--- src/verilog/core_defines.svh ---
`ifndef CORE_DEFINES_SVH
`define CORE_DEFINES_SVH

// clock enables, clk_sys is 40 MHz
`define CEN_DIV 8
`define SOUND_DIV 45

// main program ROM, 4096 bytes
`define ROM_AW 12

// sound sample width
`define DAC_W 8

`endif

--- src/verilog/core_cfg_pkg.sv ---
package core_cfg_pkg;

	// games of the board family, the code is the low bits of core_mod
	typedef enum logic [2:0] {
		qbert    = 3'd0,
		qub      = 3'd1,
		mplanets = 3'd2,
		krull    = 3'd3,
		curvebal = 3'd4,
		tylz     = 3'd5,
		insector = 3'd6
	} game_e;

	// option bits from the host menu
	typedef struct packed {
		logic       reset_req; // host reset entry
		logic       service;   // test mode switch
		logic       diagonal;  // diagonal joystick mode
		logic       joyswap;
		logic [7:0] dip;       // board dip switches
	} core_opts_t;

endpackage

--- src/verilog/player_io_pkg.sv ---
package player_io_pkg;

	// one player's controls, active high
	typedef struct packed {
		logic up;
		logic down;
		logic left;
		logic right;
		logic fire_a;
		logic fire_b;
		logic fire_c;
		logic fire_d;
		logic up_b;    // second stick
		logic down_b;
		logic left_b;
		logic right_b;
	} player_t;

	typedef struct packed {
		logic coin1;
		logic coin2;
		logic start1;
		logic start2;
	} controls_t;

	// host download stream
	typedef struct packed {
		logic        download; // high for the whole transfer
		logic [7:0]  index;    // 0 is the program ROM
		logic        wr;       // one byte per rising edge
		logic [24:0] addr;
		logic [7:0]  data;
	} ioctl_t;

endpackage

--- src/verilog/input_mapper.sv ---
`timescale 1ns/1ps

module input_mapper (
	input  core_cfg_pkg::game_e      game,
	input  core_cfg_pkg::core_opts_t opts,
	input  player_io_pkg::player_t   p1,
	input  player_io_pkg::player_t   p2,
	input  player_io_pkg::controls_t ctrl,
	output logic [7:0]               ip1710,
	output logic [7:0]               ip4740
);
	import core_cfg_pkg::*;
	import player_io_pkg::*;

	player_t pa; // player one after swap
	player_t pb;

	// qbert style stick nibble: down, up, left, right
	function automatic logic [3:0] stick_dirs(player_t p, logic diag);
		if (diag)
			return {p.down & p.left, p.up & p.right, p.left & p.up, p.right & p.down};
		return {p.down, p.up, p.left, p.right};
	endfunction

	assign pa = opts.joyswap ? p2 : p1;
	assign pb = opts.joyswap ? p1 : p2;

	always_comb begin
		ip1710 = {pa.fire_a, ~opts.service, 2'b00,
			ctrl.coin2, ctrl.coin1, ctrl.start2, ctrl.start1};
		ip4740 = {stick_dirs(pb, opts.diagonal), stick_dirs(pa, opts.diagonal)};

		case (game)
			mplanets: begin
				ip1710 = {~opts.service, pa.fire_a, 4'd0, ctrl.coin2, ctrl.coin1};
				ip4740 = {pa.fire_b, ctrl.start2, ctrl.start1, pa.fire_a,
					pa.left, pa.down, pa.right, pa.up};
			end
			krull: begin
				ip1710 = {ctrl.start2, ctrl.start1, 2'b00,
					ctrl.coin2, ctrl.coin1, pa.fire_a, ~opts.service};
				// right stick from player two or the second stick
				ip4740 = {pa.left, pa.down, pa.right, pa.up,
					pb.left | pa.left_b, pb.down | pa.down_b,
					pb.right | pa.right_b, pb.up | pa.up_b};
			end
			curvebal: begin
				ip1710 = {4'd0, ctrl.coin2, ctrl.coin1, pa.fire_a, ~opts.service};
				ip4740 = {1'b0, pa.fire_d | pa.down,  // bunt
					1'b0, pa.fire_c | pa.right,      // pitch right
					1'b0, pa.fire_b | pa.left,       // pitch left
					pa.fire_a | pa.up, 1'b0};        // swing
			end
			tylz: begin
				ip1710 = {4'd0, ctrl.coin1, ctrl.coin2, pa.fire_a, ~opts.service};
				if (opts.diagonal)
					ip4740 = {1'b0, ctrl.start2, ctrl.start1, pa.fire_a,
						pa.left & pa.up, pa.right & pa.up,
						pa.right & pa.down, pa.left & pa.down};
				else
					ip4740 = {1'b0, ctrl.start2, ctrl.start1, pa.fire_a,
						pa.left, pa.up, pa.right, pa.down};
			end
			insector: begin
				ip1710 = {1'b0, ~opts.service, pb.fire_b, pb.fire_a,
					ctrl.coin2, ctrl.coin2, pa.fire_b, pa.fire_a};
				ip4740 = {pb.left, pb.down, pb.right, pb.up,
					pa.left, pa.down, pa.right, pa.up};
			end
			default: ; // qbert layout
		endcase
	end

endmodule

--- config.mk ---
export PLATFORM = sky130hd
export DESIGN_NAME = input_mapper
export DESIGN_NICKNAME = d
export VERILOG_FILES = /design/src/verilog/core_defines.svh /design/src/verilog/core_cfg_pkg.sv /design/src/verilog/player_io_pkg.sv /design/src/verilog/input_mapper.sv
export SDC_FILE = /design/constraint.sdc
export NUM_CORES = 1
export LEC_CHECK = 0
export BUFFER_PORTS_ARGS = -buffer_cell sky130_fd_sc_hd__buf_2
export CORE_MARGIN = 2
export CORE_UTILIZATION = 47
export DETAILED_ROUTE_END_ITERATION = 8
export PLACE_DENSITY = 0.94
export SLEW_MARGIN = 20
export SYNTH_ARGS = -nofsm -noshare
export SYNTH_HDL_FRONTEND = slang
export SYNTH_SLANG_ARGS = --single-unit
export TNS_END_PERCENT = 30
--- constraint.sdc ---
create_clock -name vclk -period 4.8
set_input_delay 0.72 -clock vclk [all_inputs]
set_output_delay 0.72 -clock vclk [all_outputs]
set_load 0.01 [all_outputs]
==> out/results.ini <==
[outcome]
status = finished, final reports clean

[timing]
fin_crit_sh_pct = 71.6
fmax_mhz = 291
rsz0062_at_grt = no
final_hold_viol_count = 0
tns_ns = 0
whs_ns = 1.75
setup_viol = 0
tightest_slew_ns = 0.818
min_period_ns = 3.44
slew_headroom_pct = 45.5
drv_slew = 0

[cells_and_area]
nets = 263
n_antenna_cell = 0
finalNonFillerCells = 246
drive_gt1_share_pct = 25.2
clock_buffer_count = 0
fillers = 229
multi_input_area_um2 = 1010
synthToLayoutAreaGrowth_pct = 17.0
seq_cell_count = 0
ff_latch_area_um2 = 0

[floorplan]
initial_core_util_pct = 50.4
die_y_um = 53.0
fp.dieW_um = 53.0
ios = 59
num_rows = 17
die_area_um2 = 2800
core_area_um2 = 2230

[pwr]
peakVddDrop_v = 0.0000660
p_per_area_nw_per_um2 = 103
leakage_nw = 0.599
p_total_mw = 0.136

[routing]
highest_layer = met4
routed_wirelength_mm = 3.38
wl_met2_mm = 1.58
num_vias = 1520
drc = 0
wl_met3_um = 349
wl_per_cell_um = 13.7
antenna_left = 0
routed_via_density = 6.18
drtPass1Iterations = 5
drt-initial-drc-count = 84
drt-met1-wl_mm = 1.44

[critical_path]
worstPathArrival_ns = 2.72
worstPathBufferInverterCount = 3
start_kind = input port
path_cells = buf_2 -> inv_1 -> nor2_1 -> a21oi_1 -> o211ai_1 -> a311o_1 -> buf_2
cp_common_cell = buf_2
path_class = in -> out
crit_path_max_incr_delay_ns = 0.65
cp.required_ns = 4.08
cp_top_family = buffers and inverters
path_max_fanout = 28
slowest_stage = nor2_1
end_kind = output pin

[cts]
holdBufCountCts = 0
cts_resized = 0
cts_setup_buffers = 0

[placed_design]
hpwl_mm = 2.40
io_buffers = 50
dp_cells = 246
gp_congestion = 0.927

[worst_hold_path]
worstHoldPathCells = 4
hp-class = in -> out
holdPathEnd = ip1710[2]
hp-start = ctrl[3]

[logic_synthesis]
ys_warn_count = 0
ys_types = 42
synthesis.area_um2 = 1130
syn-num-nets = 229
synth_area_per_cell_um2 = 6.05
synthCells = 186
ys_seq_area_share_pct = 0

[global_routing]
grt_use_total_pct = 24.1
antenna_found_initial = 0
overflow = 0
grt_max_degree = 48
grt_pass1_wl_mm = 5.43
grt_pass1_vias = 1235

[job]
drv_cap = 0

tightest hold or removal path, cell delays in order:
cell and delay, ns:
buf_2 0.10, nand2_1 0.05, nand2_1 0.05, buf_2 0.12
power breakdown:
group          switching [mW]  leakage [nW]  internal [mW]  total, mW
Combinational          0.0788         0.599         0.0571      0.136
Sequential                  0             0              0          0
Clock                       0             0              0          0
Total                  0.0788         0.599         0.0571      0.136
per-layer routing:
metal / global-route usage [%] / up-vias
met5: 0 / -
met3: 0.565 / 2
met1: 34.9 / 662
met4: 3.85 / 0
li1: - / 767
met2: 40.2 / 89
per-stage QoR:
| stage | util, % | cell area, µm² | worst slack [ns] |
|---|---|---|---|
| global route | 59.0 | 1320 | 1.23 |
| CTS | 59.0 | 1320 | 1.44 |
| detailed placement | 59.0 | 1320 | 1.45 |
| global placement | 59.0 | 1320 | 1.52 |
| floorplan | - | 1130 | 2.18 |
| finish | 59.0 | 1320 | 1.36 |
layout by cell type (no fill, tap or decap), types with 2 or more instances in the layout:
| master | Yosys | routed |
|---|---|---|
| o22ai_1 | 5 | 5 |
| o31ai_1 | 3 | 3 |
| a21oi_1 | 9 | 9 |
| o211ai_1 | 5 | 5 |
| a22oi_1 | 3 | 3 |
| nand3b_1 | 2 | 2 |
| inv_1 | 7 | 7 |
| o21ai_0 | 12 | 12 |
| o211a_1 | 2 | 2 |
| mux2_2 | 2 | 2 |
| nor2b_1 | 5 | 5 |
| nor3_1 | 7 | 7 |
| o221ai_1 | 2 | 2 |
| a221oi_1 | 2 | 2 |
| nand3_1 | 5 | 5 |
| a211oi_1 | 5 | 5 |
| mux2i_1 | 10 | 10 |
| nand2b_1 | 6 | 6 |
| nand2_1 | 21 | 21 |
| nor3b_1 | 2 | 2 |
| a211o_1 | 2 | 2 |
| a2bb2oi_1 | 4 | 4 |
| buf_2 | 6 | 50 |
| a31oi_1 | 3 | 3 |
| nor2_1 | 27 | 27 |
| a32oi_1 | 5 | 5 |
final cells by class:
class	count	share of cell area [%]
timing repair buffer	50	19.0
multi-input combinational	161	76.4
inverter	7	1.99
tap	28	2.66
synth_stat cells, types with 3 or more instances:
library cell	n	area share (%)
nor2_1	27	9.0
nand2_1	21	7.0
o21ai_0	12	5.3
mux2i_1	10	8.9
a21oi_1	9	4.0
inv_1	7	2.3
nor3_1	7	3.1
buf_2	6	2.7
nand2b_1	6	3.3
a211oi_1	5	3.3
a32oi_1	5	3.9
clkbuf_1	5	1.7
nand3_1	5	2.2
nor2b_1	5	2.8
o211ai_1	5	3.3
o22ai_1	5	2.8
a2bb2oi_1	4	3.1
a22oi_1	3	2.0
a31oi_1	3	1.7
buf_1	3	1.0
buf_4	3	2.0
o31ai_1	3	2.0
logic make-up after synthesis:
group,share of synthesized area [%]
mux,12.9
simple gates,31.3
buf+inv,10.7
compound gates,45.1
worst max-delay path by stage:
stage,start,end,slack [ns],depth (start not counted)
2_1_floorplan,game[0],ip4740[4],2.18,6
3_3_place_gp,game[1],ip4740[1],1.52,7
5_1_grt,game[1],ip4740[1],1.23,7
3_5_place_dp,game[1],ip4740[1],1.45,7
6_report,game[1],ip4740[1],1.36,7
4_1_cts,game[1],ip4740[1],1.44,7
(Power assumes the default switching activity.)
