===== src/verilog/core_defines.svh =====
`ifndef CORE_DEFINES_SVH
`define CORE_DEFINES_SVH

// clock enables, clk_sys is 40 MHz
`define CEN_DIV 8
`define SOUND_DIV 45

// main program ROM, 4096 bytes
`define ROM_AW 12

// sound sample width
`define DAC_W 8

`endif


===== src/verilog/clock_enables.sv =====
`timescale 1ns/1ps
`include "core_defines.svh"

module clock_enables (
	input  logic clk_sys,
	input  logic rst_n,
	output logic cpu_clk,
	output logic cen_5,
	output logic cen_10_p,
	output logic cen_10_n,
	output logic sound_cen
);
	localparam int CEN_CW = $clog2(`CEN_DIV);
	localparam int SND_CW = $clog2(`SOUND_DIV);
	localparam logic [CEN_CW-1:0] CEN_LAST = CEN_CW'(`CEN_DIV - 1);
	localparam logic [CEN_CW-1:0] CEN_HALF = CEN_CW'(`CEN_DIV / 2 - 1);
	localparam logic [SND_CW-1:0] SND_LAST = SND_CW'(`SOUND_DIV - 1);

	logic [CEN_CW-1:0] cnt_cen;
	logic [SND_CW-1:0] cnt_snd;

	always_ff @(posedge clk_sys) begin
		if (!rst_n) begin
			cnt_cen  <= '0;
			cnt_snd  <= '0;
			cpu_clk  <= 1'b0;
			cen_5    <= 1'b0;
			cen_10_p <= 1'b0;
			cen_10_n <= 1'b0;
			sound_cen <= 1'b0;
		end else begin
			if (cnt_cen == CEN_LAST)
				cnt_cen <= '0;
			else
				cnt_cen <= cnt_cen + 1'b1;
			cpu_clk  <= cnt_cen[CEN_CW-1]; // 5 MHz square wave
			cen_5    <= cnt_cen == CEN_LAST;
			cen_10_p <= cnt_cen == CEN_HALF || cnt_cen == CEN_LAST;
			cen_10_n <= cnt_cen == CEN_CW'(1) || cnt_cen == CEN_HALF + CEN_CW'(2); // 1 and 5

			if (cnt_snd == SND_LAST)
				cnt_snd <= '0;
			else
				cnt_snd <= cnt_snd + 1'b1;
			sound_cen <= cnt_snd == SND_LAST;
		end
	end

endmodule


===== config.mk =====
export PLATFORM = sky130hd
export DESIGN_NAME = clock_enables
export DESIGN_NICKNAME = d
export VERILOG_FILES = /design/src/verilog/clock_enables.sv
export VERILOG_INCLUDE_DIRS = /design/src /design/src/verilog
export SDC_FILE = /design/constraint.sdc
export NUM_CORES = 1
export LEC_CHECK = 0
export BUFFER_PORTS_ARGS = -buffer_cell sky130_fd_sc_hd__clkbuf_2
export CAP_MARGIN = 10
export CORE_AREA = 2 2 39 41
export CTS_CLUSTER_SIZE = 28
export DETAILED_ROUTE_END_ITERATION = 16
export DIE_AREA = 0 0 41 43
export GPL_TIMING_DRIVEN = 1
export SLEW_MARGIN = 20
export SYNTH_ARGS = -nofsm -noshare
export SYNTH_HDL_FRONTEND = slang
export SYNTH_SLANG_ARGS = --single-unit

===== constraint.sdc =====
create_clock -name clk_sys -period 1.75 [get_ports clk_sys]
set_clock_uncertainty 0.1 [all_clocks]
set_input_delay 0.175 -clock clk_sys [delete_from_list [all_inputs] [get_ports clk_sys]]
set_output_delay 0.175 -clock clk_sys [all_outputs]
set_load 0.1 [all_outputs]

==> results of run 1 <==
[stage by stage]
stage	instances	total power, mW
5_1_grt	81	0.671
4_1_cts	81	0.646
3_3_place_gp	77	0.413
2_1_floorplan	56	0.404
6_report	81	0.638
3_5_place_dp	77	0.415
[worst max path at each step]
stage | from | endpoint | depth (start not counted)
global placement | cnt_snd[0] | cnt_snd[2] | 5
floorplan | cnt_snd[0] | cnt_snd[2] | 5
finish | cnt_snd[0] | cnt_snd[2] | 5
global route | cnt_snd[0] | cnt_snd[2] | 5
CTS | cnt_snd[0] | cnt_snd[2] | 5
detailed placement | cnt_snd[0] | cnt_snd[3] | 5
[Yosys cell counts (all sizes together)]
| cell | instances |
|---|---|
| ha | 6 |
| nand3b | 1 |
| xor2 | 1 |
| clkinv | 1 |
| xnor2 | 2 |
| o2111ai | 1 |
| and2 | 4 |
| nand3 | 5 |
| clkbuf | 1 |
| nand2 | 1 |
| inv | 5 |
| o21ai | 1 |
| nor2 | 10 |
| o211ai | 1 |
| dfxtp | 14 |
| or4 | 1 |
| nand2b | 1 |
[worst max-delay path: stages, from the launching register on]
cell,delay (ps)
dfxtp_1,360
inv_1,90
ha_1,160
nand3b_1,90
o21ai_0,480
nor2_1,100
[layer usage]
layer  vias to the layer above  wire [um]
li1                        197          -
met1                       160        383
met2                         8        347
met3                         2         43
met4                         0         12
met5                         -          0
[sequential cells by signal, summed over array words and instances (netlist names)]
register and cells:
cpu_clk 1, sound_cen 1, cen_5 1, cen_10_p 1, cen_10_n 1, cnt_cen 3
cnt_snd 6
[kinds of logic (layout without fill, tap and decap cells)]
group / after synthesis / in the layout
adders and majority gates: 6 / 6
AOI/OAI and AO/OA: 3 / 3
buffers and inverters: 7 / 16
and+or+nand+nor: 23 / 23
DFF: 14 / 14
xor gates and xnor gates: 3 / 3
[cell type report]
cell class / instances / area, um2
Clock buffer: 4 / 36.3
Sequential cell: 14 / 280
Tap cell: 16 / 20.0
Multi-Input combinational cell: 35 / 238
Fill cell: 142 / 756
Inverter: 6 / 23.8
Timing Repair Buffer: 6 / 30.0
[power breakdown]
| group | total [mW] | leakage [nW] | internal (mW) | switching (mW) |
|---|---|---|---|---|
| clock network | 0.230 | 0.0210 | 0.126 | 0.103 |
| logic | 0.0620 | 0.146 | 0.0177 | 0.0443 |
| registers | 0.346 | 0.114 | 0.333 | 0.0124 |
==> flow_metrics.tcl, run 1 <==
set metrics [dict create \
    synth_area_per_cell_um2 9.76 \
    maxSlewViolCount 0 \
    utilization_pct 45.4 \
    met3_usage_pct 6.28 \
    final_cell_mix "dfxtp_1, nor2_1, ha_1, clkbuf_2" \
    p_leak_nw 0.281 \
    yosys.area_share.adder_pct 13.7 \
    design_area_um2 628 \
    post-cts-setup-buffers 0 \
    synth_cell_types 17 \
    routed_via_density 4.53 \
    start_kind "register" \
    die_h_um 43 \
    grt_pass1_wl_um 1300 \
    critPathRequiredTime_ps 1800 \
    setup_tns_ps 0 \
    first_pass_iters 4 \
    cts_buffers 3 \
    cp-end-kind "register" \
    ys_ff_latch 14 \
    antenna_left 0 \
    hold_start "rst_n" \
    synth_xor_area_share_pct 4.81 \
    nets 74 \
    hold_depth 3 \
    syn_area_um2 547 \
    hold_viol 0 \
    post_cts_resized 0 \
    row_count 14 \
    fp.coreArea_um2 1380 \
    worst_hold_slack_ps 136 \
    clock_latency_ps 270 \
    wl_um 788 \
    ir_drop_mv 0.417 \
    synth_top_family_by_area "simple AND/OR/NAND/NOR gates" \
    drt_iter0_drc 7 \
    final_common_cell "dfxtp_1" \
    grt_pass1_vias 316 \
    critPathMaxFanout 5 \
    place.gp.congestion 0.706 \
    hp-class "input pin to register" \
    rrSetupSlack_ps 250 \
    min_delay_worst_endpoint "sound_cen" \
    timing.fmax_mhz 665 \
    period_minus_slack_ps 1500 \
    drive_above_1_share_pct 18.5 \
    synthMuxAreaShare_pct 0 \
    relSlewSlack_pct 62.3 \
    yosys.area_share.simple_pct 21.1 \
    r2r_start "cnt_snd[0]" \
    synth_fp_nets 64 \
    fp.dieW_um 41 \
    vias 367 \
    placed_area_um2 592 \
    die_area_um2 1760 \
    htree_levels 1 \
    ff2ff_path_depth 5 \
    max_cap_viol_count 0 \
    gr-usage-met2_pct 13.8 \
    layout_setup_ws_ps 246 \
    place_ws_ps 289 \
    clk_transition_reported_paths_ps 90 \
    ys_warn_count 0 \
    yosysTopAreaCell "dfxtp_1" \
    r2r_end "cnt_snd[2]" \
    p_per_area_nw_per_um2 1020 \
    grt_start_max_net_pins 11 \
    met1_usage_pct 14.4 \
    synth_top_cell_area_share_pct 51.3 \
    start_util_pct 39.5 \
    io_pins 7 \
    clockRootBuffer "clkbuf_4" \
    synth_area_leaders "dfxtp_1, ha_1, nor2_1" \
    drc 0 \
    status "complete, no violations" \
    grt_busiest_layer "met1" \
    critical_path_class "register to register" \
    cts_tree "done" \
    gr-total-overflow 0 \
    portBuffers 6 \
    cp.arrival_ps 1560 \
    clockBufferDepth 2 \
    synth-compound-area-share_pct 3.89 \
    wl_per_cell_um 9.73 \
    hpwl_um 559 \
    netlist_instances 56 \
    antenna_found_initial 0 \
    period_share_pct 85.9 \
    seq_area_frac_synth_pct 51.3 \
    setup_viol 0 \
    worstMarginPinSlew_ps 560 \
    antenna_cells 0 \
    areaGrowthSynthToFinish_pct 14.9 \
    grtUsageTotal_pct 11.6 \
    cts_hold_buf 0 \
    clock_sinks 14 \
    rsz0062_at_grt "false" \
]
No activity file was read; power rests on OpenSTA's default activity.
==> run 2: changes to the inputs <==
--- a/config.mk
+++ b/config.mk
@@ -12,7 +12,7 @@
 export CTS_CLUSTER_SIZE = 28
 export DETAILED_ROUTE_END_ITERATION = 16
 export DIE_AREA = 0 0 41 43
-export GPL_TIMING_DRIVEN = 1
+export GPL_TIMING_DRIVEN = 0
 export SLEW_MARGIN = 20
 export SYNTH_ARGS = -nofsm -noshare
 export SYNTH_HDL_FRONTEND = slang
==> run 2 against run 1 <==
Net effect:
- combinational power shrank 0.6%
- fmax shrank 2.4%
- via count grew 0.82%
- register-to-register slack lost 40 ps
- hold slack is essentially flat
- sequential power is essentially flat
- die area is the same
- core utilization shrank 0.99 points
- critical path depth is the same
- critical path type unchanged
==> flow_metrics.tcl, run 2 (same netlist as run 1, synthesis figures left out) <==
set metrics [dict create \
    final_cell_mix "dfxtp_1, nor2_1, clkbuf_2, ha_1" \
    worstMarginPinSlew_ps 596 \
    drc 0 \
    critical_path_class "register to register" \
    drive_above_1_share_pct 17.2 \
    grtUsageTotal_pct 11.3 \
    start_util_pct 39.5 \
    hpwl_um 551 \
    max_cap_viol_count 0 \
    start_kind "register" \
    cp-end-kind "register" \
    cts_tree "done" \
    setup_viol 0 \
    htree_levels 1 \
    first_pass_iters 1 \
    hold_start "rst_n" \
    fp.dieW_um 41 \
    cpPeakStageDelay_ps 510 \
    top_regs "cnt_snd (6), cnt_cen (3)" \
    p_total_mw 0.578 \
    clockRootBuffer "clkbuf_4" \
    multi_input_area_um2 238 \
    areaGrowthSynthToFinish_pct 12.4 \
    clock_latency_ps 270 \
    largest_register_ff_count 6 \
    antenna_left 0 \
    timing.fmax_mhz 649 \
    ir_drop_mv 0.383 \
    nFillCells 143 \
    critPathRequiredTime_ps 1790 \
    clock_sinks 14 \
    antenna_cells 0 \
    final_common_cell "dfxtp_1" \
    hold_viol 0 \
    die_h_um 43 \
    critPathMaxFanout 5 \
    gr-total-overflow 0 \
    path_cells "inv_1, ha_1, nand3b_1, o21ai_0, nor2_1" \
    cts_buffers 3 \
    p_leak_nw 0.274 \
    relSlewSlack_pct 59.8 \
    crit_path_start "cnt_snd[0]" \
    p_per_area_nw_per_um2 941 \
    worst_hold_slack_ps 136 \
    die_area_um2 1760 \
    wl_um 762 \
    antenna_found_initial 0 \
    status "complete, no violations" \
    io_pins 7 \
    grt_pass1_wl_um 1200 \
    design_area_um2 614 \
    grt_start_max_net_pins 11 \
    fp.coreArea_um2 1380 \
    period_share_pct 88.1 \
    routed_via_density 4.63 \
    rsz0062_at_grt "false" \
    critPathSlowestCell "o21ai_0" \
    post_cts_resized 0 \
    portBuffers 5 \
    grt_pass1_vias 289 \
    regMostFlops "cnt_snd" \
    drt_iter0_drc 0 \
    post-cts-setup-buffers 0 \
    setup_tns_ps 0 \
    clockBufferDepth 2 \
    hp-class "input pin to register" \
    cp.arrival_ps 1580 \
    vias 370 \
    clk_transition_reported_paths_ps 80 \
    wl_per_cell_um 9.53 \
    r2r_start "cnt_snd[0]" \
    row_count 14 \
    place.gp.congestion 0.690 \
    register_area_um2 280 \
    placed_area_um2 592 \
    nets 74 \
    cts_hold_buf 0 \
    period_minus_slack_ps 1540 \
    maxSlewViolCount 0 \
]
run 2: cell count changes in the layout (fill, tap and decap cells not counted):
cell      before  now
clkbuf_8       1    0
run 2: per-layer routing:
| layer | track usage [%] | share of wire (%) | vias up |
|---|---|---|---|
| met5 | 0 | 0 | - |
| met4 | 12.0 | 2.4 | 0 |
| met3 | 6.28 | 4.6 | 2 |
| met2 | 12.2 | 41 | 6 |
| met1 | 14.0 | 52 | 165 |
| li1 | - | - | 197 |
run 2: final cells by class:
class | instances | area share (%)
Inverter | 6 | 3.87
Buffer | 1 | 0.815
Tap cell | 16 | 3.26
Sequential cell | 14 | 45.6
Timing Repair Buffer | 5 | 4.07
Multi-Input combinational cell | 35 | 38.7
Clock buffer | 3 | 3.67
run 2: path summary, 6_finish.rpt:
kind | slack, ps | to | depth (start not counted)
max | 210 | cnt_snd[2] | 5
max reg2reg | 210 | cnt_snd[2] | 5
min | 140 | sound_cen | 3
min reg2reg | 370 | cpu_clk | 1
run 2: worst max-delay path, delay by kind of cell (launching register included):
family	cells	cell delay, ps
DFF	1	360
and+or+nand+nor	2	190
adders and majority gates	1	170
buffers and inverters	1	90
AOI/OAI and AO/OA	1	510
run 2: through the flow:
step | setup slack (ps) | utilization [%] | cells
global placement | 231 | 42.8 | 77
CTS | 218 | 44.4 | 80
global route | 5.20 | 44.4 | 80
finish | 209 | 44.4 | 80
detailed placement | 231 | 42.8 | 77
floorplan | 457 | - | 56
run 2: where the power goes:
part           total (mW)  internal (mW)  switching, mW  leakage, nW
registers           0.347          0.333         0.0131        0.114
clock network       0.170         0.0794         0.0906       0.0138
logic              0.0616         0.0177         0.0439        0.146
total               0.578          0.431          0.148        0.274
