File: src/verilog/core_defines.svh
`ifndef CORE_DEFINES_SVH
`define CORE_DEFINES_SVH

// clock enables, clk_sys is 40 MHz
`define CEN_DIV 8
`define SOUND_DIV 45

// main program ROM, 4096 bytes
`define ROM_AW 12

// sound sample width
`define DAC_W 8

`endif

File: src/verilog/audio_dac.sv
`timescale 1ns/1ps
`include "core_defines.svh"

module audio_dac (
	input  logic              clk_sys,
	input  logic              rst_n,
	input  logic [`DAC_W-1:0] sample,
	output logic              out
);
	logic [`DAC_W-1:0] acc;
	logic [`DAC_W:0]   sum; // carry on top

	assign sum = {1'b0, acc} + {1'b0, sample};

	// first order sigma-delta, ones density is sample / 256
	always_ff @(posedge clk_sys) begin
		if (!rst_n) begin
			acc <= '0;
			out <= 1'b0;
		end else begin
			acc <= sum[`DAC_W-1:0];
			out <= sum[`DAC_W];
		end
	end

endmodule

File: config.mk
export PLATFORM = sky130hd
export DESIGN_NAME = audio_dac
export DESIGN_NICKNAME = d
export VERILOG_FILES = /design/src/verilog/audio_dac.sv
export VERILOG_INCLUDE_DIRS = /design/src /design/src/verilog
export SDC_FILE = /design/constraint.sdc
export NUM_CORES = 1
export LEC_CHECK = 0
export BUFFER_PORTS_ARGS = -buffer_cell sky130_fd_sc_hd__buf_2
export CAP_MARGIN = 20
export CORE_AREA = 10 10 47 49
export DETAILED_ROUTE_END_ITERATION = 10
export DIE_AREA = 0 0 57 59
export HOLD_SLACK_MARGIN = 0.03
export MAX_ROUTING_LAYER = met4
export SYNTH_ARGS = -nofsm -noshare
export SYNTH_HDL_FRONTEND = slang
export SYNTH_SLANG_ARGS = --single-unit
export TNS_END_PERCENT = 5
File: constraint.sdc
create_clock -name clk_sys -period 1.85 [get_ports clk_sys]
set_input_delay 0.2775 -clock clk_sys [delete_from_list [all_inputs] [get_ports clk_sys]]
set_output_delay 0.2775 -clock clk_sys [all_outputs]
set_load 0.02 [all_outputs]
==> impl_results.md, run 1 <==
* Crit path launch: acc[0]$_SDFF_PN0_
* Static leakage at 0.3228 nW
* Post-route ant nets at 0
* # DRC at 0
* RSZ-0062 raised after global routing: no
* DRT iter0 DRCs at 8
* Clock network power share at between 10% and 20%
* Core Box Area at roughly 1400 sq um
* Filler Cell Count at approximately 140
* Vias per inst at between 5 and 6
* Diode count at 0
* Post-synthesis cell type count at 27
* Combinational share of power at between 40% and 50%
* Final Max Tran Viols at 0
* Worst Setup End Kind: flop
* Worst Hold Class: in -> reg
* Vias in the first global route at around 470
* Final worst setup slack at 0.1011 ns
* Post-DP HPWL at about 930 um
* Setup slack, reg-to-reg at between 0.1 and 0.15 ns
* Cell Int Power at roughly 0.52 mW
* Final Cycle Share at a little over nine tenths
* Crit start category: flop
* Clk Latency, worst-skew pair at ~0.27 ns
* First-pass GRT wire length at ~2.0 mm
* Setup bufs post-CTS at 0
* CTS tree: yes
* Sw Share at between 30% and 40%
* Area growth syn-to-layout at 17.47%
* Worst EP required at around 2 ns
* Routability cong. at 0.7803
* Crit Reg-Reg Startpoint: acc[0]$_SDFF_PN0_
* Switching power at 0.2855 mW
* Final total power at between 0.8 and 0.9 mW
* Root buffer cell: clkbuf_4
* Longest Clk Path Bufs at 2
* Crit path kind: reg -> reg
* Tightest Pin Transition at 0.3362 ns
* Yosys top cell area share at a little under a third
* Pin count of the biggest net entering global routing at 12
* Critical path peak fanout at 3
* Final Setup Violations at 0
* Rows at 14
* Clock skew at between 0.0015 and 0.002 ns
* Max incr delay on CP at 0.39 ns
* Via Count at around 470
* Num ports at 11
* Max-cap viol count at 0
* Initial Utilization at between 40% and 50%
* Synthesized flop and latch total at 9
* Number of CTS-inserted buffers at 3
* Die area at about 3400 sq um
* Min Clock Period, post-route at between 1.5 and 2 ns
* CP max-delay cell: fa_1
* Status: complete, no violations
* Yosys warnings at 0
* Syn_area_per_cell at between 9 and 10 sq um
* Clock transition at the registers of the reported paths at 0.06 ns
* Drt pass-1 iters at 4
* Max Fclk at 0.5718 GHz
* Gr usage total at about 7.8%
* CP arrival at between 1.5 and 2 ns
* Total gr overflow at 0
* Post-CTS Hold Buffers at 0
* Synth area leader: dfxtp_1
* Final WL at roughly 1.2 mm
* Die height at roughly 59 um
* Hold Fails Final Rpt at 0
* Reg-to-reg critical path endpoint: out$_SDFF_PN0_
* Port bufs at 10
* Num Clock Sinks at 9
* Reg power frac at between 30% and 40%
* Peak supply drop at between 400 and 500 uV
* Post-Syn Area at 573.1 sq um
* Worst path cell trace: ha_1 -> fa_1 -> a211oi_1 -> o21a_1 -> o21ai_0 -> o211a_1
* Net Count, Synth at about 80
* Share of layout cells above drive strength 1 at a little under a quarter
* Number of gates resized after cts at 0
* DP Worst Slack at -0.008454 ns
* Sequential share of the synthesized area at a little under a third
* Worst Setup EP: out$_SDFF_PN0_
* Reg2reg path depth at 6
* H-tree depth at 1
* Die Width at 57 um
* Slew margin rel. at 77.45%
* Routed wire per std cell at ~13 um
* Mapped Cells at 60
* Antenna violations before repair at 0
* Area contributors post-synth: dfxtp_1 (31%), ha_1 (17%), a211oi_1 (6.6%), o21ai_0 (5.2%), nor2_1 (4.6%)
* Layout Nets at between 90 and 100
* Power per cell area at 1192 nW/um^2
==> flip-flops by register name, summed over array words and instances (netlist names) <==
register / flops
acc: 8
out: 1
==> per-layer routing <==
metal | track usage, % | vias up | share of wire (%)
li1 | - | 254 | -
met5 | - | - | 0
met2 | 10.08 | 9 | 42
met1 | 9.364 | 207 | 50
met4 | 5.034 | 0 | 2.1
met3 | 3.648 | 4 | 5.3
==> Yosys cell counts <==
cell and count:
o211a_1 1, nor2_1 7, and2_1 2, buf_6 1
a21o_1 1, nand3b_1 1, nand2_1 2, a21oi_1 1
and2b_1 1, a21o_2 1, a311o_1 1, a211o_1 1
o31ai_1 1, mux2i_1 1, nor4b_1 1, fa_1 1
xnor2_1 1, dfxtp_1 9, ha_1 8, a2bb2oi_1 1
nor3_1 1, a21oi_2 1, nand2b_1 1, o21a_1 2
a211oi_1 5, o21ai_0 6, inv_1 1
==> power by group through the flow <==
stage	Sequential, mW	Clock, mW	Combinational (mW)
6_report	0.268	0.157	0.377
3_3_place_gp	0.271	0	0.367
5_1_grt	0.275	0.167	0.428
4_1_cts	0.270	0.158	0.377
2_1_floorplan	0.275	0	0.293
3_5_place_dp	0.273	0	0.374
==> worst min path at each step <==
stage,start,end,slack [ns],cells past startpoint
2_1_floorplan,rst_n,acc[2]$_SDFF_PN0_,0.43,2
5_1_grt,sample[0],acc[0]$_SDFF_PN0_,0.36,3
3_5_place_dp,acc[0]$_SDFF_PN0_,acc[0]$_SDFF_PN0_,0.54,2
6_report,sample[0],acc[0]$_SDFF_PN0_,0.34,3
3_3_place_gp,acc[0]$_SDFF_PN0_,acc[0]$_SDFF_PN0_,0.53,2
4_1_cts,sample[0],acc[0]$_SDFF_PN0_,0.34,3
==> per-stage QoR <==
step / area (sq um) / utilization, % / cells / TNS [ns] / hold slack (ns)
final: 673.1 / 48.04 / 91 / 0 / 0.3365
after global routing: 673.1 / 48.04 / 91 / 0 / 0.3585
after CTS: 673.1 / 48.04 / 91 / 0 / 0.3367
after detailed placement: 646.9 / 46.16 / 87 / -0.008454 / 0.5362
after global placement: 646.9 / 46.16 / 87 / 0 / 0.5315
after floorplan: 573.1 / - / 60 / 0 / 0.4283
==> layout by cell type (no fill, tap or decap), types with 2 or more instances in the layout <==
cell type  netlist  final
a211oi_1         5      5
and2_1           2      2
buf_2            0     10
buf_4            0      2
clkbuf_4         0      3
dfxtp_1          9      9
ha_1             8      8
nand2_1          2      2
nor2_1           7      7
o21a_1           2      2
o21ai_0          6      6
==> cell families after synthesis <==
family | Yosys count | share of synthesized area (%)
simple gates | 16 | 14.19
flops | 9 | 31.44
xor+xnor | 1 | 1.529
fa+ha+maj | 9 | 20.96
compound gates | 22 | 27.51
buf+inv | 2 | 2.619
mux | 1 | 1.747
==> area by class of cell <==
class | instances | area, sq um | share of cell area, %
tap | 16 | 20.02 | 2.974
clock buffer | 4 | 26.28 | 3.903
sequential | 9 | 180.2 | 26.77
inverter | 1 | 3.754 | 0.5576
multi-input combinational | 49 | 377.9 | 56.13
timing repair buffer | 12 | 65.06 | 9.665
==> critical path, delay by kind of cell, from the launching register on <==
family,cells,cell delay [ns]
fa+ha+maj,2,0.60
compound gates,4,0.74
flops,1,0.30
Power figures use the tool's default switching activity.
==> inputs of run 2 (changes only) <==
CTS_BUF_LIST = sky130_fd_sc_hd__clkbuf_4   (was not set)
==> impl_results.md, run 2 (synthesis gave the netlist of run 1 again) <==
* DRT iter0 DRCs at 8 (unchanged)
* CP arrival at 1.85 ns (was 1.91 ns)
* Max Fclk at 0.5889 GHz (was 0.5718 GHz)
* Drt pass-1 iters at 4 (unchanged)
* Core Box Area at 1401 sq um (unchanged)
* Sw Share at 35.16% (was 35.59%)
* Clk Latency, worst-skew pair at 0.27 ns (about the same)
* Rows at 14 (unchanged)
* Worst EP required at 2.01 ns (about the same)
* Final Cell Area at 681.9 sq um (was 673.1 sq um)
* Num ports at 11 (unchanged)
* H-tree depth at 1 (unchanged)
* Die area at 3363 sq um (unchanged)
* Number of CTS-inserted buffers at 3 (unchanged)
* Commonest non-fill, non-tap cells in the layout: buf_2 (10), dfxtp_1 (9), ha_1 (8), nor2_1 (7), o21ai_0 (6) (unchanged)
* Largest registers: acc x8, out x1 (unchanged)
* RSZ-0062 raised after global routing: no (unchanged)
* Pin count of the biggest net entering global routing at 12 (unchanged)
* DR top layer: met4 (unchanged)
* Combinational share of power at 46.5% (was 47.0%)
* Tightest Pin Transition at 0.3354 ns (was 0.3362 ns)
* Via Count at 487 (was 474)
* Max reg flops at 8 (unchanged)
* Diode count at 0 (unchanged)
* Longest Clk Path Bufs at 2 (unchanged)
* Gr usage total at 7.850% (was 7.806%)
* Largest Register: acc (unchanged)
* Vias in the first global route at 481 (was 469)
* Antenna violations before repair at 0 (unchanged)
* Final Cycle Share at 91.79% (was 94.54%)
* Clock transition at the registers of the reported paths at 0.07 ns (was 0.06 ns)
* Met1 wire length at 588 um (unchanged)
* First-pass GRT wire length at 2.021 mm (was 2.007 mm)
* Routed wire per std cell at 13.09 um (was 12.85 um)
* Metal2 WL at 506 um (was 494 um)
* Root buffer cell: clkbuf_4 (unchanged)
* Switching power at 0.2898 mW (was 0.2855 mW)
* Peak supply drop at 453.6 uV (was 411.0 uV)
* Num Clock Sinks at 9 (unchanged)
* Layout Nets at 95 (unchanged)
* Share of layout cells above drive strength 1 at 25.33% (was 22.67%)
* Reg power frac at 32.6% (was 33.4%)
* Final Setup Violations at 0 (unchanged)
* Slew margin rel. at 77.40% (was 77.45%)
* CTS tree: yes (unchanged)
* # DRC at 0 (unchanged)
* Metal3 WL at 72 um (was 62 um)
* Vias per inst at 5.352 (was 5.209)
* Post-CTS Hold Buffers at 0 (unchanged)
* Post-route ant nets at 0 (unchanged)
* Total gr overflow at 0 (unchanged)
* Initial Utilization at 40.89% (unchanged)
* Critical path peak fanout at 2 (was 3)
* Clock network power share at 20.9% (was 19.6%)
* Static leakage at 0.3273 nW (was 0.3228 nW)
* Routability cong. at 0.7803 (unchanged)
* Area growth syn-to-layout at 19.00% (was 17.47%)
* Smallest hold slack at 0.3351 ns (was 0.3365 ns)
* Port bufs at 10 (unchanged)
* Post-DP HPWL at 931.1 um (unchanged)
* Worst Setup End Kind: flop (unchanged)
* Final Max Tran Viols at 0 (unchanged)
* Cell Int Power at 0.5346 mW (was 0.5167 mW)
* Die Width at 57 um (unchanged)
* Min Clock Period, post-route at 1.698 ns (was 1.749 ns)
* Die height at 59 um (unchanged)
* Worst Hold Class: in -> reg (unchanged)
* Placed Area at 646.9 sq um (unchanged)
* Clock skew at 0.004708 ns (was 0.001647 ns)
* Hold Fails Final Rpt at 0 (unchanged)
* Final total power at 0.8244 mW (was 0.8022 mW)
* Crit start category: flop (unchanged)
* Status: complete, no violations (unchanged)
* Commonest non-fill, non-tap cell in the layout: buf_2 (unchanged)
* Crit path kind: reg -> reg (unchanged)
* Setup TNS at 0 ns (unchanged)
* Power per cell area at 1209 nW/um^2 (was 1192 nW/um^2)
* Max-cap viol count at 0 (unchanged)
* Final WL at 1.191 mm (was 1.169 mm)
run 2: cell counts in the layout (fill, tap and decap cells not counted):
No cell type changed its count.
run 2: area by class of cell:
cell class,instances,area [sq um]
clock buffers,4,30.03
fillers,138,719.4
inverters,1,3.754
multi-input cells,49,382.9
flip-flops and latches,9,180.2
well taps,16,20.02
repair buffers,12,65.06
run 2: critical path: stages, from the launching register on:
cell,delay [ns]
dfxtp_1,0.30
ha_1,0.21
fa_1,0.42
buf_4,0.16
a21o_2,0.20
a211oi_1,0.22
nor2_1,0.08
run 2: what timing repair did:
action,in CTS,in global routing
buffers inserted,0,0
setup endpoints to repair,0,1
endpoints found under the hold margin,0,0
resized for setup,0,1
run 2: path summary, 6_finish.rpt:
path / end / slack, ns / from / cells past startpoint
worst min register to register: acc[0]$_SDFF_PN0_ / 0.55 / acc[0]$_SDFF_PN0_ / 2
worst min-delay path: acc[0]$_SDFF_PN0_ / 0.34 / sample[0] / 3
worst max-delay path: acc[4]$_SDFF_PN0_ / 0.15 / acc[0]$_SDFF_PN0_ / 6
worst max register to register: acc[4]$_SDFF_PN0_ / 0.15 / acc[0]$_SDFF_PN0_ / 6
run 2: metal layers:
metal | GRT usage, % | vias up
li1 | - | 257
met3 | 3.863 | 4
met1 | 9.244 | 215
met2 | 10.08 | 11
met4 | 5.369 | 0
met5 | - | -
run 2: power groups by stage:
| stage | combinational (mW) | clock [mW] | sequential [mW] |
|---|---|---|---|
| CTS | 0.375 | 0.174 | 0.270 |
| detailed placement | 0.374 | 0 | 0.273 |
| global route | 0.436 | 0.183 | 0.275 |
| floorplan | 0.293 | 0 | 0.275 |
| finish | 0.384 | 0.172 | 0.268 |
| global placement | 0.367 | 0 | 0.271 |
run 2: per-stage QoR:
step	std cells	util [%]	worst slack (ns)
final	91	48.66	0.1520
after global routing	91	48.66	0.08336
after CTS	91	48.30	0.09666
after detailed placement	87	46.16	-0.008454
after global placement	87	46.16	0.04138
after floorplan	60	-	0.1493
==> inputs of run 3 (changes only) <==
ABC_AREA = 1   (was not set)
BUFFER_PORTS_ARGS = not set   (was -buffer_cell sky130_fd_sc_hd__buf_2)
DONT_BUFFER_PORTS = 1   (was not set)
clock period = 1.7 ns   (was 1.85 ns; I/O delays follow)
==> impl_results.md, run 3 <==
* Status: complete, no violations (unchanged)
* Die height at 59 um (unchanged)
* Dominant synthesized flop cell: dfxtp_1 (unchanged)
* Post-synthesis cell type count at 14 (was 27)
* # DRC at 0 (unchanged)
* Longest Clk Path Bufs at 2 (unchanged)
* Sw Share at 35.05% (was 35.16%)
* Crit start category: flop (unchanged)
* Diode count at 0 (unchanged)
* Max Fclk at 0.6928 GHz (was 0.5889 GHz)
* Yosys warnings at 0 (unchanged)
* Number of gates resized after cts at 0 (unchanged)
* Clock transition at the registers of the reported paths at 0.06 ns (was 0.07 ns)
* Power per cell area at 1190 nW/um^2 (was 1209 nW/um^2)
* Routed wire per std cell at 10.14 um (was 13.09 um)
* Placed Instances at 100 (was 87)
* Layout Nets at 108 (was 95)
* H-tree depth at 1 (unchanged)
* DRT iter0 DRCs at 4 (was 8)
* Worst EP required at 1.90 ns (was 2.01 ns)
* Port bufs at 0 (was 10)
* DP Worst Slack at 0.2685 ns (was -0.008454 ns)
* Post-Syn Area at 593.1 sq um (was 573.1 sq um)
* Setup bufs post-CTS at 0 (unchanged)
* Post-DP HPWL at 836.3 um (was 931.1 um)
* Synthesized flop and latch total at 9 (unchanged)
* Synth area leader: dfxtp_1 (unchanged)
* Pin count of the biggest net entering global routing at 10 (was 12)
* Placed Area at 599.3 sq um (was 646.9 sq um)
* Final Cell Area at 629.4 sq um (was 681.9 sq um)
* Clk Latency, worst-skew pair at 0.26 ns (was 0.27 ns)
* Combinational share of power at 37.9% (was 46.5%)
* Switching power at 0.2626 mW (was 0.2898 mW)
* Largest registers: acc x8, out x1 (unchanged)
* Min Clock Period, post-route at 1.443 ns (was 1.698 ns)
* CP arrival at 1.64 ns (was 1.85 ns)
* Final Cycle Share at 84.91% (was 91.79%)
* Final WL at 1.055 mm (was 1.191 mm)
* Clock skew at 0.002237 ns (was 0.004708 ns)
* Worst Setup End Kind: flop (unchanged)
* Sequential share of the synthesized area at 30.38% (was 31.44%)
* RSZ-0062 raised after global routing: no (unchanged)
* Share of layout cells above drive strength 1 at 7.955% (was 25.33%)
* Tightest Pin Transition at 0.2054 ns (was 0.3354 ns)
* Commonest non-fill, non-tap cell in the layout: nand2_1 (was buf_2)
* Largest Register: acc (unchanged)
* Num ports at 11 (unchanged)
* Async SR Flop Fraction at 0% (unchanged)
* CTS tree: yes (unchanged)
* Max-cap viol count at 0 (unchanged)
* Hold Fails Final Rpt at 0 (unchanged)
* Total gr overflow at 0 (unchanged)
* Most instantiated cells after synthesis: nand2_1 (25), inv_1 (13), nor2_1 (13) (was dfxtp_1 (9), ha_1 (8), nor2_1 (7))
* Crit path kind: reg -> reg (unchanged)
* Max reg flops at 8 (unchanged)
* Critical path peak fanout at 3 (was 2)
* Mapped Cells at 85 (was 60)
* Final Setup Violations at 0 (unchanged)
* Vias in the first global route at 467 (was 481)
* First-pass GRT wire length at 1.849 mm (was 2.021 mm)
* Post-CTS Hold Buffers at 0 (unchanged)
* Top-count cell post-synth: nand2_1 (was dfxtp_1)
* Via Count at 496 (was 487)
* Commonest non-fill, non-tap cells in the layout: nand2_1 (25), nor2_1 (13), inv_1 (13), dfxtp_1 (9), ha_1 (8) (was buf_2 (10), dfxtp_1 (9), ha_1 (8), nor2_1 (7), o21ai_0 (6))
* Worst Hold Class: in -> reg (unchanged)
* Smallest hold slack at 0.09098 ns (was 0.3351 ns)
* Reg power frac at 37.3% (was 32.6%)
* Area growth syn-to-layout at 6.118% (was 19.00%)
* Setup slack, reg-to-reg at 0.26 ns (was 0.15 ns)
* Cell Int Power at 0.4866 mW (was 0.5346 mW)
* Post-route ant nets at 0 (unchanged)
* Drt pass-1 iters at 4 (unchanged)
* Antenna violations before repair at 0 (unchanged)
* Number of synthesized flops with an enable pin at 0 (unchanged)
* Net Count, Synth at 104 (was 79)
* Final Max Tran Viols at 0 (unchanged)
* Num Clock Sinks at 9 (unchanged)
* Routability cong. at 0.7603 (was 0.7803)
* Static leakage at 0.3621 nW (was 0.3273 nW)
* Rows at 14 (unchanged)
* Setup TNS at 0 ns (unchanged)
* Syn_area_per_cell at 6.977 sq um (was 9.551 sq um)
* Gr usage total at 7.184% (was 7.850%)
* Core Box Area at 1401 sq um (unchanged)
* Area contributors post-synth: dfxtp_1 (30%), ha_1 (17%), nand2_1 (16%), inv_1 (8.2%), nor2_1 (8.2%) (was dfxtp_1 (31%), ha_1 (17%), a211oi_1 (6.6%), o21ai_0 (5.2%), nor2_1 (4.6%))
* Yosys top cell area share at 30.38% (was 31.44%)
* Peak supply drop at 460.2 uV (was 453.6 uV)
* Number of CTS-inserted buffers at 3 (unchanged)
* Final worst setup slack at 0.2566 ns (was 0.1520 ns)
* Initial Utilization at 42.32% (was 40.89%)
* Vias per inst at 4.769 (was 5.352)
* Die Width at 57 um (unchanged)
* Clock network power share at 24.9% (was 20.9%)
* Root buffer cell: clkbuf_4 (unchanged)
* Post-Layout Cell Count at 104 (was 91)
* Slew margin rel. at 86.29% (was 77.40%)
* Die area at 3363 sq um (unchanged)
-- run 3: cell count changes after synthesis, moves of 5 or more --
cell	before	now
a211oi_1	5	0
a21oi_1	1	6
inv_1	1	13
nand2_1	2	25
nor2_1	7	13
o21ai_0	6	0
-- run 3: worst paths after layout --
| check | from | to | cells past startpoint |
|---|---|---|---|
| worst max register to register | acc[0]$_SDFF_PN0_ | acc[6]$_SDFF_PN0_ | 9 |
| worst max-delay path | acc[0]$_SDFF_PN0_ | acc[6]$_SDFF_PN0_ | 9 |
| worst min register to register | acc[0]$_SDFF_PN0_ | acc[0]$_SDFF_PN0_ | 3 |
| worst min-delay path | rst_n | acc[0]$_SDFF_PN0_ | 2 |
-- run 3: area by class of cell --
class                           instances  area (sq um)
Fill cell                             158         772.0
Sequential cell                         9         180.2
Tap cell                               16         20.02
Multi-Input combinational cell         62         350.3
Clock buffer                            4         30.03
Inverter                               13         48.80
-- run 3: cell families after synthesis --
kind of cell	count (synthesis)	share of synthesized area [%]
AOI/OAI and AO/OA	6	5.063
and+or+nand+nor	47	33.76
DFF	9	30.38
buffers and inverters	14	10.55
adders and majority gates	9	20.25
-- run 3: through the flow --
stage                     utilization [%]  total power [mW]
final                               44.91            0.7492
after global routing                44.91            0.8248
after floorplan                         -            0.5270
after detailed placement            42.77            0.5668
after CTS                           44.91            0.7612
after global placement              42.77            0.5659
-- run 3: power by group through the flow --
stage / sequential [mW] / clock, mW / combinational, mW
CTS: 0.280 / 0.196 / 0.285
finish: 0.279 / 0.186 / 0.284
detailed placement: 0.285 / 0 / 0.282
floorplan: 0.280 / 0 / 0.247
global route: 0.282 / 0.205 / 0.338
global placement: 0.283 / 0 / 0.283
-- run 3: worst max-delay path, stage by stage, from the launching register on --
cell     delay [ns]
dfxtp_1        0.30
ha_1           0.20
fa_1           0.38
nand2_1        0.10
nand2_1        0.07
nand3_1        0.07
nand2_1        0.08
nand2_1        0.07
nand2_1        0.04
nor2_1         0.07
-- run 3: routing by layer --
layer | vias to the layer above | wire length, um | share of wire, % | GRT usage, %
li1 | 269 | - | - | -
met1 | 205 | 457 | 43 | 7.212
met2 | 17 | 482 | 46 | 10.85
met3 | 5 | 85 | 8.1 | 2.790
met4 | 0 | 29 | 2.7 | 6.040
met5 | - | 0 | 0 | -
